**config.mk**
```make
export PLATFORM = sky130hd
export DESIGN_NAME = battle_control
export DESIGN_NICKNAME = d
export VERILOG_FILES = /design/src/verilog/battle_pkg.sv /design/src/verilog/creature_pkg.sv /design/src/verilog/interval_timer.sv /design/src/verilog/menu_cursor.sv /design/src/verilog/skill_select.sv /design/src/verilog/hp_drain.sv /design/src/verilog/turn_sequencer.sv /design/src/verilog/battle_control.sv
export SDC_FILE = /design/constraint.sdc
export NUM_CORES = 1
export LEC_CHECK = 0
export BUFFER_PORTS_ARGS = -buffer_cell sky130_fd_sc_hd__buf_4
export CAP_MARGIN = 20
export CORE_AREA = 8 8 136 138
export CTS_CLUSTER_DIAMETER = 30
export DETAILED_ROUTE_END_ITERATION = 6
export DIE_AREA = 0 0 144 146
export GPL_ROUTABILITY_DRIVEN = 0
export HOLD_SLACK_MARGIN = 0.08
export PLACE_DENSITY = 0.79
export SYNTH_ARGS = -nofsm -noshare
export SYNTH_HDL_FRONTEND = slang
export SYNTH_SLANG_ARGS = --single-unit
```
**constraint.sdc**
```tcl
create_clock -name clk -period 4.16 [get_ports clk]
set_input_delay 0.208 -clock clk [delete_from_list [all_inputs] [get_ports clk]]
set_output_delay 0.208 -clock clk [all_outputs]
set_load 0.01 [all_outputs]
```
**src/verilog/battle_pkg.sv**
```systemverilog
package battle_pkg;

    //////////////////////////////////////////////////
    // game scenes, driven by the scene controller
    //////////////////////////////////////////////////
    typedef enum logic [3:0] {
        scene_start  = 4'd1,
        scene_choose = 4'd2,
        scene_fight  = 4'd3,
        scene_win    = 4'd4
    } scene_t;

    // fight states, numbered as the display side expects
    typedef enum logic [5:0] {
        fight_menu           = 6'd1,
        fight_choosing_skill = 6'd2,
        fight_animation_p1   = 6'd3,
        fight_animation_p2   = 6'd4,
        fight_draining_p1    = 6'd5,
        fight_draining_p2    = 6'd6,
        fight_p1_win         = 6'd7,
        fight_p2_win         = 6'd8
    } fight_state_t;

    // main menu: 1 fight, 2 flee
    // skill menu: 1 to 3 skills, 4 back
    typedef enum logic [3:0] {
        option_1 = 4'd1,
        option_2 = 4'd2,
        option_3 = 4'd3,
        option_4 = 4'd4
    } option_t;

    // packed as up, down, left, right, confirm
    typedef logic [4:0] keys_t;

    localparam keys_t key_up      = 5'b10000;
    localparam keys_t key_down    = 5'b01000;
    localparam keys_t key_left    = 5'b00100;
    localparam keys_t key_right   = 5'b00010;
    localparam keys_t key_confirm = 5'b00001;

endpackage

```
**src/verilog/creature_pkg.sv**
```systemverilog
package creature_pkg;

    //////////////////////////////////////////////////
    // per-creature data
    //////////////////////////////////////////////////
    typedef logic [7:0] hp_t;
    typedef logic [7:0] stat_t;
    typedef logic [7:0] damage_t;

    // same width as the menu option, so a confirmed option latches as is
    typedef logic [3:0] skill_id_t;

    // skills per creature
    localparam int skill_count = 3;

endpackage

```
**src/verilog/interval_timer.sv**
```systemverilog
module interval_timer #(
    parameter int length = 16
) (
    input  logic clk,
    input  logic reset,
    input  logic start,
    output logic done
);

    localparam int count_w = $clog2(length + 1);

    logic [count_w-1:0] count;
    logic               fired;

    // counts only while start is held
    // one done per run, then waits for start to drop
    always_ff @(posedge clk) begin
        if (reset || !start) begin
            count <= '0;
            fired <= 1'b0;
            done  <= 1'b0;
        end else if (fired) begin
            done <= 1'b0;
        end else if (count == count_w'(length - 1)) begin
            fired <= 1'b1;
            done  <= 1'b1;
        end else begin
            count <= count + 1'b1;
        end
    end

endmodule

```
**src/verilog/menu_cursor.sv**
```systemverilog
module menu_cursor (
    input  logic                     clk,
    input  logic                     reset,
    input  battle_pkg::keys_t        keys,
    input  battle_pkg::fight_state_t fight_state,
    input  logic                     restart,
    input  logic                     running,
    output battle_pkg::option_t      option
);

    battle_pkg::option_t next_option;

    //////////////////////////////////////////////////
    // cursor moves
    //////////////////////////////////////////////////
    always_comb begin
        next_option = option;
        case (fight_state)
            battle_pkg::fight_menu: begin
                case (option)
                    battle_pkg::option_1: begin
                        if (keys == battle_pkg::key_right) next_option = battle_pkg::option_2;
                    end
                    battle_pkg::option_2: begin
                        if (keys == battle_pkg::key_left) next_option = battle_pkg::option_1;
                    end
                    // left over from the skill menu
                    default: next_option = battle_pkg::option_1;
                endcase
            end
            battle_pkg::fight_choosing_skill: begin
                // 2x2 grid: 1 2 on top, 3 4 below
                if (keys == battle_pkg::key_confirm) begin
                    next_option = battle_pkg::option_1;
                end else begin
                    case (option)
                        battle_pkg::option_1: begin
                            if (keys == battle_pkg::key_down) next_option = battle_pkg::option_3;
                            if (keys == battle_pkg::key_right) next_option = battle_pkg::option_2;
                        end
                        battle_pkg::option_2: begin
                            if (keys == battle_pkg::key_down) next_option = battle_pkg::option_4;
                            if (keys == battle_pkg::key_left) next_option = battle_pkg::option_1;
                        end
                        battle_pkg::option_3: begin
                            if (keys == battle_pkg::key_up) next_option = battle_pkg::option_1;
                            if (keys == battle_pkg::key_right) next_option = battle_pkg::option_4;
                        end
                        default: begin
                            if (keys == battle_pkg::key_up) next_option = battle_pkg::option_2;
                            if (keys == battle_pkg::key_left) next_option = battle_pkg::option_3;
                        end
                    endcase
                end
            end
            // attacks and wins park the cursor
            default: next_option = battle_pkg::option_1;
        endcase
    end

    always_ff @(posedge clk) begin
        if (reset || restart) begin
            option <= battle_pkg::option_1;
        end else if (running) begin
            option <= next_option;
        end
    end

    // once settled in the fight scene the main menu sits on fight or flee
    assert property (@(posedge clk) disable iff (reset)
        running && $past(running) && fight_state == battle_pkg::fight_menu
            |-> option inside {battle_pkg::option_1, battle_pkg::option_2});

endmodule

```
**src/verilog/skill_select.sv**
```systemverilog
module skill_select (
    input  logic                    clk,
    input  logic                    reset,
    input  logic                    commit,
    input  battle_pkg::option_t     option,
    input  creature_pkg::damage_t   p1_damage_1,
    input  creature_pkg::damage_t   p1_damage_2,
    input  creature_pkg::damage_t   p1_damage_3,
    input  creature_pkg::damage_t   p2_damage_1,
    input  creature_pkg::damage_t   p2_damage_2,
    input  creature_pkg::damage_t   p2_damage_3,
    output creature_pkg::skill_id_t p1_skill_id,
    output creature_pkg::skill_id_t p2_skill_id,
    output creature_pkg::damage_t   p1_damage_sel,
    output creature_pkg::damage_t   p2_damage_sel
);

    localparam creature_pkg::skill_id_t last_skill =
        creature_pkg::skill_id_t'(creature_pkg::skill_count);

    creature_pkg::skill_id_t rotation;

    function automatic creature_pkg::damage_t pick_damage(
        input creature_pkg::skill_id_t id,
        input creature_pkg::damage_t   d1,
        input creature_pkg::damage_t   d2,
        input creature_pkg::damage_t   d3
    );
        case (id)
            4'd1:    return d1;
            4'd2:    return d2;
            4'd3:    return d3;
            default: return '0;
        endcase
    endfunction

    // opponent choice, steps 1 2 3 1 ...
    always_ff @(posedge clk) begin
        if (reset || rotation == last_skill) begin
            rotation <= 4'd1;
        end else begin
            rotation <= rotation + 1'b1;
        end
    end

    always_ff @(posedge clk) begin
        if (reset) begin
            p1_skill_id <= 4'd1;
            p2_skill_id <= 4'd1;
        end else if (commit) begin
            p1_skill_id <= creature_pkg::skill_id_t'(option);
            p2_skill_id <= rotation;
        end
    end

    // valid in the commit cycle, before the ids latch
    assign p1_damage_sel = pick_damage(creature_pkg::skill_id_t'(option),
                                       p1_damage_1, p1_damage_2, p1_damage_3);
    assign p2_damage_sel = pick_damage(rotation, p2_damage_1, p2_damage_2, p2_damage_3);

    assert property (@(posedge clk) disable iff (reset)
        p2_skill_id inside {[4'd1 : last_skill]});

endmodule

```
**src/verilog/hp_drain.sv**
```systemverilog
module hp_drain #(
    parameter int tick_cycles = 5_000_000
) (
    input  logic                  clk,
    input  logic                  reset,
    input  logic                  restart,
    input  creature_pkg::hp_t     hp_init,
    input  logic                  commit,
    input  creature_pkg::damage_t damage,
    input  logic                  drain,
    input  logic                  running,
    output creature_pkg::hp_t     hp,
    output logic                  at_target,
    output logic                  empty
);

    creature_pkg::hp_t target;
    logic              tick_start;
    logic              tick_done;

    interval_timer #(
        .length(tick_cycles)
    ) u_tick (
        .clk  (clk),
        .reset(reset),
        .start(tick_start),
        .done (tick_done)
    );

    assign at_target = (hp == target);
    assign empty     = (hp == '0);

    // drop start for a cycle after each tick so the timer reruns
    always_ff @(posedge clk) begin
        if (reset) begin
            tick_start <= 1'b0;
        end else begin
            tick_start <= drain && running && !tick_done && !at_target;
        end
    end

    //////////////////////////////////////////////////
    // hit points and drain target
    //////////////////////////////////////////////////
    always_ff @(posedge clk) begin
        if (reset || restart) begin
            hp     <= hp_init;
            target <= hp_init;
        end else begin
            if (commit) begin
                // saturate, a big hit ends at zero
                target <= (hp >= damage) ? hp - damage : '0;
            end
            if (drain && running && tick_done && !at_target) begin
                hp <= hp - 1'b1;
            end
        end
    end

    assert property (@(posedge clk) disable iff (reset || restart)
        !$past(reset) && !$past(restart) |-> hp <= $past(hp));

endmodule

```
**src/verilog/turn_sequencer.sv**
```systemverilog
module turn_sequencer #(
    parameter int anim_cycles = 300_000_000,
    parameter int end_cycles  = 300_000_000
) (
    input  logic                     clk,
    input  logic                     reset,
    input  battle_pkg::scene_t       scene,
    input  battle_pkg::keys_t        keys,
    input  battle_pkg::option_t      option,
    input  creature_pkg::stat_t      p1_speed,
    input  creature_pkg::stat_t      p2_speed,
    input  logic                     p1_at_target,
    input  logic                     p2_at_target,
    input  logic                     p1_empty,
    input  logic                     p2_empty,
    output battle_pkg::fight_state_t fight_state,
    output logic                     commit,
    output logic                     restart,
    output logic                     running,
    output logic                     drain_p1,
    output logic                     drain_p2,
    output logic                     to_end_scene
);

    battle_pkg::fight_state_t next_state;
    logic p1_first;
    logic in_anim, in_win;
    logic anim_start, anim_done;
    logic end_start, end_done, end_fired;

    interval_timer #(.length(anim_cycles)) u_anim_timer (
        .clk(clk), .reset(reset), .start(anim_start), .done(anim_done)
    );

    interval_timer #(.length(end_cycles)) u_end_timer (
        .clk(clk), .reset(reset), .start(end_start), .done(end_done)
    );

    assign running  = (scene == battle_pkg::scene_fight);
    assign restart  = (scene == battle_pkg::scene_choose);
    assign p1_first = (p1_speed >= p2_speed);
    assign in_anim  = fight_state inside {battle_pkg::fight_animation_p1,
                                          battle_pkg::fight_animation_p2};
    assign in_win   = fight_state inside {battle_pkg::fight_p1_win, battle_pkg::fight_p2_win};
    assign drain_p1 = running && fight_state == battle_pkg::fight_draining_p1;
    assign drain_p2 = running && fight_state == battle_pkg::fight_draining_p2;
    assign commit   = running && fight_state == battle_pkg::fight_choosing_skill
                      && keys == battle_pkg::key_confirm && option != battle_pkg::option_4;

    //////////////////////////////////////////////////
    // fight FSM
    //////////////////////////////////////////////////
    always_comb begin
        next_state = fight_state;
        case (fight_state)
            battle_pkg::fight_menu: begin
                if (keys == battle_pkg::key_confirm) begin
                    if (option == battle_pkg::option_1) next_state = battle_pkg::fight_choosing_skill;
                    if (option == battle_pkg::option_2) next_state = battle_pkg::fight_p2_win;
                end
            end
            battle_pkg::fight_choosing_skill: begin
                if (option == battle_pkg::option_4 && keys == battle_pkg::key_confirm) begin
                    next_state = battle_pkg::fight_menu;
                end else if (commit) begin
                    next_state = p1_first ? battle_pkg::fight_animation_p1
                                          : battle_pkg::fight_animation_p2;
                end
            end
            // the attacker's animation leads to the defender's drain
            battle_pkg::fight_animation_p1: begin
                if (anim_done) next_state = battle_pkg::fight_draining_p2;
            end
            battle_pkg::fight_animation_p2: begin
                if (anim_done) next_state = battle_pkg::fight_draining_p1;
            end
            battle_pkg::fight_draining_p1: begin
                if (p1_at_target) begin
                    if (p1_empty) next_state = battle_pkg::fight_p2_win;
                    else next_state = p1_first ? battle_pkg::fight_menu
                                               : battle_pkg::fight_animation_p1;
                end
            end
            battle_pkg::fight_draining_p2: begin
                if (p2_at_target) begin
                    if (p2_empty) next_state = battle_pkg::fight_p1_win;
                    else next_state = p1_first ? battle_pkg::fight_animation_p2
                                               : battle_pkg::fight_menu;
                end
            end
            default: ;
        endcase
    end

    always_ff @(posedge clk) begin
        if (reset) begin
            fight_state  <= battle_pkg::fight_menu;
            anim_start   <= 1'b0;
            end_start    <= 1'b0;
            end_fired    <= 1'b0;
            to_end_scene <= 1'b0;
        end else begin
            // frozen to menu outside the fight scene
            fight_state  <= running ? next_state : battle_pkg::fight_menu;
            anim_start   <= running && in_anim && !anim_done;
            // ending timer runs once per win
            end_start    <= running && in_win && !end_done && !end_fired;
            end_fired    <= in_win && (end_fired || end_done);
            to_end_scene <= end_done;
        end
    end

    assert property (@(posedge clk) disable iff (reset) !(drain_p1 && drain_p2));

endmodule

```
**src/verilog/battle_control.sv**
```systemverilog
module battle_control #(
    parameter int anim_cycles = 300_000_000,
    parameter int tick_cycles = 5_000_000,
    parameter int end_cycles  = 300_000_000
) (
    input  logic                     clk,
    input  logic                     reset,
    input  battle_pkg::scene_t       scene,
    input  battle_pkg::keys_t        keys,
    input  creature_pkg::hp_t        p1_hp_init,
    input  creature_pkg::hp_t        p2_hp_init,
    input  creature_pkg::stat_t      p1_speed,
    input  creature_pkg::stat_t      p2_speed,
    input  creature_pkg::damage_t    p1_damage_1,
    input  creature_pkg::damage_t    p1_damage_2,
    input  creature_pkg::damage_t    p1_damage_3,
    input  creature_pkg::damage_t    p2_damage_1,
    input  creature_pkg::damage_t    p2_damage_2,
    input  creature_pkg::damage_t    p2_damage_3,
    output creature_pkg::hp_t        p1_hp,
    output creature_pkg::hp_t        p2_hp,
    output creature_pkg::skill_id_t  p1_skill_id,
    output creature_pkg::skill_id_t  p2_skill_id,
    output battle_pkg::fight_state_t fight_state,
    output battle_pkg::option_t      option,
    output logic                     to_end_scene
);

    logic commit, restart, running;
    logic drain_p1, drain_p2;
    logic p1_at_target, p2_at_target, p1_empty, p2_empty;
    creature_pkg::damage_t p1_damage_sel, p2_damage_sel;

    turn_sequencer #(.anim_cycles(anim_cycles), .end_cycles(end_cycles)) u_turn_sequencer (
        .clk(clk), .reset(reset), .scene(scene), .keys(keys), .option(option),
        .p1_speed(p1_speed), .p2_speed(p2_speed),
        .p1_at_target(p1_at_target), .p2_at_target(p2_at_target),
        .p1_empty(p1_empty), .p2_empty(p2_empty),
        .fight_state(fight_state), .commit(commit), .restart(restart), .running(running),
        .drain_p1(drain_p1), .drain_p2(drain_p2), .to_end_scene(to_end_scene)
    );

    menu_cursor u_menu_cursor (
        .clk(clk), .reset(reset), .keys(keys), .fight_state(fight_state),
        .restart(restart), .running(running), .option(option)
    );

    skill_select u_skill_select (
        .clk(clk), .reset(reset), .commit(commit), .option(option),
        .p1_damage_1(p1_damage_1), .p1_damage_2(p1_damage_2), .p1_damage_3(p1_damage_3),
        .p2_damage_1(p2_damage_1), .p2_damage_2(p2_damage_2), .p2_damage_3(p2_damage_3),
        .p1_skill_id(p1_skill_id), .p2_skill_id(p2_skill_id),
        .p1_damage_sel(p1_damage_sel), .p2_damage_sel(p2_damage_sel)
    );

    // each creature is drained by the other's selected damage
    hp_drain #(.tick_cycles(tick_cycles)) u_p1_drain (
        .clk(clk), .reset(reset), .restart(restart), .hp_init(p1_hp_init),
        .commit(commit), .damage(p2_damage_sel), .drain(drain_p1), .running(running),
        .hp(p1_hp), .at_target(p1_at_target), .empty(p1_empty)
    );

    hp_drain #(.tick_cycles(tick_cycles)) u_p2_drain (
        .clk(clk), .reset(reset), .restart(restart), .hp_init(p2_hp_init),
        .commit(commit), .damage(p1_damage_sel), .drain(drain_p2), .running(running),
        .hp(p2_hp), .at_target(p2_at_target), .empty(p2_empty)
    );

endmodule

```
## Yosys cells after proc, flatten, opt, wreduce, memory -nomap -nowiden

Index checks and enable logic that the tools add are counted.

- $add $sub $neg: 9
- Order comparisons: 3
- Eq/ne operators: 42
- Mux-type cells: 49
- Bitwise operators: 9
- Reduce and logical (&&, ||, !) cells: 59

Operators with widths:

| operator | count |
|---|---|
| $mux W8 | 10 |
| $mux W6 | 11 |
| $add A29 B1 Y29 const B | 2 |
| $eq A29 B29 Y1 const B | 2 |
| $pmux W8 S3 | 2 |
| $add A23 B1 Y23 const B | 2 |
| $eq A23 B23 Y1 const B | 2 |
| $mux W4 | 11 |
| $pmux W6 S6 | 1 |
| $eq A4 B2 Y1 const B | 6 |
| $eq A6 B3 Y1 const B | 4 |
| $ge A8 B8 Y1 | 3 |
| $logic_and A1 B1 Y1 | 22 |
| $eq A8 B8 Y1 | 2 |
| $logic_not A8 Y1 | 2 |
| $pmux W4 S2 | 2 |
| $sub A8 B1 Y8 const B | 2 |
| $sub A8 B8 Y8 | 2 |
| $ne A5 B2 Y1 const B | 3 |
| $eq A6 B2 Y1 const B | 2 |
| $pmux W4 S3 | 1 |
| $logic_not A1 Y1 | 11 |
| $reduce_bool A2 Y1 | 5 |
| $reduce_or A2 Y1 | 5 |
| other kinds (26) | 56 |

- Bits in registers: 172
- Output and inout bits: 35
- Logic and storage cells: 198

## Logic depth before layout (Yosys ltp)

- Depth after elaboration: 7
- Gate-level depth with buffers: 15

## Hierarchy

A second synthesis with hierarchy kept.

- Cell total of the unflattened synthesis: 1,190
- Area total of the unflattened synthesis: 10,362.4 um^2

Modules (own cells, without submodules):

| module | instances | cells each | area each (um^2) | sequential area each (um^2) |
|---|---|---|---|---|
| interval_timer (u_turn_sequencer.u_anim_timer ...) | 2 | 177 | 1,561.5 | 620.6 |
| hp_drain | 2 | 142 | 1,326.3 | 500.5 |
| interval_timer (u_p1_drain.u_tick ...) | 2 | 151 | 1,273.7 | 500.5 |
| turn_sequencer | 1 | 115 | 859.6 | 160.2 |
| skill_select | 1 | 87 | 805.8 | 240.2 |
| menu_cursor | 1 | 48 | 374.1 | 60.1 |

## Worst setup path before layout

Ideal clock, no wire load.

- Path type: flip-flop to flip-flop
- Start point: register u_menu_cursor.option[1]
- End point: register u_p2_drain.target[2], data pin
- Setup time: 0.289 ns
- Data arrival time: 3.286 ns
- Data required time: 3.871 ns
- Setup slack: 0.585 ns
- Stages on the path, launching flop included: 13
- Clock period less this slack: 3.575 ns
- Path through: dfxtp_1 -> clkbuf_1 -> buf_1 -> mux2i_1 -> o21ai_0 -> nand2_1 -> fa_1 -> a21o_1 -> a21o_1 -> a41oi_1 -> o21ai_0 -> o41ai_1 -> o21ai_0

- Word-level cells in the longest chain between the ends: 6

Ends and longest elaborated chain:

| what | RTL line | RTL |
|---|---|---|
| start: declaration | menu_cursor.sv:8 | `output battle_pkg::option_t option` |
| start signal: assignment | menu_cursor.sv:63 | `option <= battle_pkg::option_1;` |
| start signal: assignment | menu_cursor.sv:65 | `option <= next_option;` |
| $eq A4 B2 Y1 or $eq A4 B1 Y1 (tied branches) | skill_select.sv:29 | `case (id)` |
| $pmux W8 S3 (*) | skill_select.sv:29 |  |
| $sub A8 B8 Y8 or $ge A8 B8 Y1 (tied branches) | hp_drain.sv:52 | `target <= (hp >= damage) ? hp - damage : '0;` |
| $mux W8 (*) | hp_drain.sv:52 |  |
| $mux W8 (*) | hp_drain.sv:50 | `if (commit) begin` |
| $mux W8 (*) | hp_drain.sv:46 | `if (reset \|\| restart) begin` |
| end signal: assignment | hp_drain.sv:48 | `target <= hp_init;` |
| end signal: assignment | hp_drain.sv:52 |  |
| end: declaration | hp_drain.sv:17 | `creature_pkg::hp_t target;` |

Every way passes the cells marked *; elsewhere a longest branch is shown, timed or not. The select of a mux whose other input is x is not followed.
A chain may end at the register's enable or synchronous reset.

## Worst setup path after layout

- Start point: register u_menu_cursor.option[0]
- End point: register u_p2_drain.target[3], data pin

Same word-level chain as after synthesis.

==> results by stage <==
Yosys:
- The sequential cell area fraction in the yosys report is 0.3968.
- Synthesis handed over a netlist of roughly 1,100 instances.
- Yosys mapped the design onto 69 distinct sky130hd cell types.
- Dividing the synthesized area by the synthesized cell count gives 8.611 um^2.
- The flip-flop and latch count after synthesis is around 170.
- The synthesis warning total is 0.
- The cell type with the largest total area after synthesis is dfxtp_1.
- In the post-synthesis netlist, the biggest area contributors are dfxtp_1 (29%), edfxtp_1 (10%), xnor2_1 (6.0%).
- The number of synthesized flops with an enable pin is 32.
- The commonest register cell after synthesis is dfxtp_1.
- In the synthesized netlist, the cells that appear most often are nor2_1 (137), dfxtp_1 (136), nand2_1 (102), o21ai_0 (69), xnor2_1 (64).
- The mapped netlist covers roughly 9300 um^2.
- The library cell with the highest instance count after synthesis is nor2_1.
- Of all flip-flops after synthesis, the portion carrying an async set or reset was 0.
- Of the post-synthesis cell area, the dominant cell type holds 0.2933.

Clocking:
- The cell chosen for the clock root is clkbuf_16.
- The CTS tree is yes.
- In this run the number of H-tree levels came out at 4.
- The number of clock buffers added by TritonCTS is 17.
- The insertion delay of the later-clocked pin in the worst-skew pair is 0.42 ns.
- The tree built by TritonCTS fans out to 168 sinks.
- The clock edge transition at the registers on the reported setup and hold paths is 0.07 ns.
- The maximum buffer depth of the clock tree is 2.
- Once the clock tree was built, the resizer swapped 0 gates to a different size.

Place:
- Summed over all nets, the half-perimeter wirelength after detailed placement is 16.27 mm.
- The port buffer count is between 100 and 150.
- Counting tap cells, the placed design contains a total of 1,391 instances.
- After detailed placement, the total cell area comes to 10,360 um^2.
- The post-placement worst setup slack is roughly 0.94 ns.

STA:
- The portion of the clock cycle consumed by the worst path in the final layout is 0.7775.
- The clock skew is approximately 0.0090 ns.
- The worst path needs 3.235 ns of the cycle, external delays included.
- The setup total negative slack is 0 ns.
- The number of max-slew violations in the final report is 0.
- The count of final hold-check violations came to 0.
- Setup slack closes at between 0.9 and 1 ns.
- The post-route worst hold slack is roughly 0.094 ns.
- The final setup violation count is 0.
- The max-slew headroom at the worst pin is 0.3341.
- The measured slew at the worst slew-check pin is 0.9965 ns.
- Timing would allow up to 0.3092 GHz.
- Setup repair after global routing left no endpoint under its margin.

Critical path:
- Walking the worst path, the cells encountered are inv_1 -> nor2_1 -> a21oi_1 -> nor2_1 -> ha_1 -> inv_1 -> fa_1 -> a21o_1 -> a21o_1 -> a41oi_1 -> o21ai_0 -> o41ai_1 -> buf_4 -> o21ai_0.
- The worst setup path is captured at a register.
- Measured in cells, the most critical reg-to-reg path has a length of 14.
- The launch point of the worst path is u_menu_cursor.option[0]$_SDFFE_PP1P_.
- The cell at the slowest stage of the critical path is dfxtp_1.
- For this run, the slowest stage of the critical path takes 0.57 ns.
- Along the worst path, the maximum fanout reaches 13.
- The origin of the critical flop-to-flop path is u_menu_cursor.option[0]$_SDFFE_PP1P_.
- STA classifies the critical path startpoint as a register.
- Data on the critical path is required at its endpoint by 4.33 ns.
- The worst setup path is of the register to register kind.
- At the worst endpoint, the arrival time is 3.40 ns.

Min path:
- Along the worst hold path, the cell count comes to 3.
- The beginning of the worst hold path is p2_hp_init[7].
- The path class of the tightest hold or removal check is input pin to register.

Route:
- The number of vias per cell after detailed routing is about 5.7.
- The first-iteration detailed-routing DRC count is 448.
- The total vias in the final route is 8,142.
- After detailed routing, the average wire length per cell comes to 15.47 um.
- The remaining design rule violation count is 0.
- The overall routed net length is 22.06 mm.
- The number of nets still failing antenna checks after routing is 0.
- For this run, the detailed router's first-pass iteration total came to 6.

Final layout:
- The antenna diode count is 0.
- With fillers left out, the area of the finished cells amounts to between 10,000 and 15,000 um^2.
- The final layout net count is between 1,000 and 1,500.
- Once layout is complete, the utilization of the core stands at 0.6722.
- The finished layout holds ~1,400 standard cells, fillers aside.
- The ratio of cells with drive above 1 in the final layout is 0.1434.
- Compared with the post-synthesis result, the final layout area differs by 17.95%.

Global route:
- The first global-routing pass estimated 36.60 mm of wire.
- The maximum number of pins on one net before global-route repair is 32.
- The initial antenna violation count came to 0.
- The total global routing track utilization is 0.2105.
- The via count of the first global-routing pass is 7,841.
- The global-route congestion overflow total is 0.

Die:
- The number of top-level pins is 126.
- The die area is 21,020 um^2.
- The die is between 100 and 150 um wide.
- The initial cell density of the core is 0.5699.
- The placeable core region is 16,290 um^2.
- The total number of placement rows is 47.
- The floorplan step set the die height to 146 um.

Power:
- The final total power is 3.927 mW.
- The worst-case IR drop observed on VDD is 0.2948 mV.
- The leakage power figure is ~4 nW.
- For this design the ratio of total power to cell area is 358.7 nW/um^2.

Flow run:
- The max-cap violation count is 0.

Status:
- The flow ran to the end, and the final reports show no timing, DRC or antenna violations.
==> logic make-up (layout without fill, tap and decap cells) <==
family	after synthesis	count (layout)	synth area share
other cells	1	4	0.0004040
simple gates	471	471	0.2557
fa+ha+maj	39	39	0.05418
flops	168	168	0.3968
mux	20	20	0.02210
xor+xnor	127	127	0.1198
buf+inv	78	203	0.03424
compound gates	174	174	0.1167
==> critical path, delay by kind of cell (launching register included) <==
| kind | cells | cell delay [ns] |
|---|---|---|
| compound gates | 7 | 1.08 |
| fa+ha+maj | 2 | 0.56 |
| simple gates | 2 | 0.28 |
| buf+inv | 3 | 0.52 |
| flops | 1 | 0.57 |
==> where the power goes <==
part	total (mW)	internal, mW	switching, mW
Clock	1.49	0.830	0.656
Combinational	0.662	0.324	0.338
Sequential	1.78	1.72	0.0591
==> placed cells by master, fill, tap and decap left out, types with 14 or more instances in the layout <==
cell,n
nor2_1,137
nor3_1,31
nand2_1,102
inv_1,40
mux2i_1,16
or3_1,20
a21oi_1,44
and3_1,14
nand4_1,34
nand3_1,46
xnor2_1,64
nor4_1,16
ha_1,37
edfxtp_1,32
buf_4,128
xor2_1,63
clkbuf_16,17
o21ai_0,69
dfxtp_1,136
==> final timing paths <==
| kind | to | slack [ns] |
|---|---|---|
| setup / recovery | u_p2_drain.target[3]$_DFFE_PP_ | 0.93 |
| hold / removal | u_p2_drain.target[7]$_DFFE_PP_ | 0.09 |
| setup reg to reg | u_p2_drain.target[3]$_DFFE_PP_ | 0.93 |
| hold reg to reg | u_turn_sequencer.end_start$_SDFF_PP0_ | 0.43 |
==> layout make-up <==
cell class | count | area, um^2
Fill cell | 1382 | 5340
Multi-Input combinational cell | 835 | 5293
Sequential cell | 168 | 3684
Timing Repair Buffer | 131 | 991.0
Clock buffer | 19 | 432.9
Tap cell | 220 | 275.3
Inverter | 40 | 150.1
Clock inverter | 13 | 123.9
==> sequential cells by signal (all words and copies together) (netlist names), 3 cells and up <==
| name | flops |
|---|---|
| u_menu_cursor.option | 3 |
| u_p1_drain.hp | 8 |
| u_p1_drain.target | 8 |
| u_p1_drain.u_tick.count | 23 |
| u_p2_drain.hp | 8 |
| u_p2_drain.target | 8 |
| u_p2_drain.u_tick.count | 23 |
| u_skill_select.p1_skill_id | 3 |
| u_skill_select.p2_skill_id | 4 |
| u_skill_select.rotation | 4 |
| u_turn_sequencer.fight_state | 4 |
| u_turn_sequencer.u_anim_timer.count | 29 |
| u_turn_sequencer.u_end_timer.count | 29 |
==> routing by layer <==
metal  share of wire  routed length (um)  GRT usage  vias to the layer above
met3           0.062                1365    0.04823                       34
li1                -                   -          -                     4056
met2            0.48               10560     0.3427                      257
met5               0                   0          0                        -
met1            0.44                9772     0.2671                     3795
met4           0.016                 352    0.07154                        0
==> timing repair <==
action                                  4_1_cts  5_1_grt
hold buffers                                  3        0
endpoints found under the hold margin         3        0
endpoints found under the setup margin        0        0
buffers inserted                              0        0
Power figures use the tool's default switching activity.
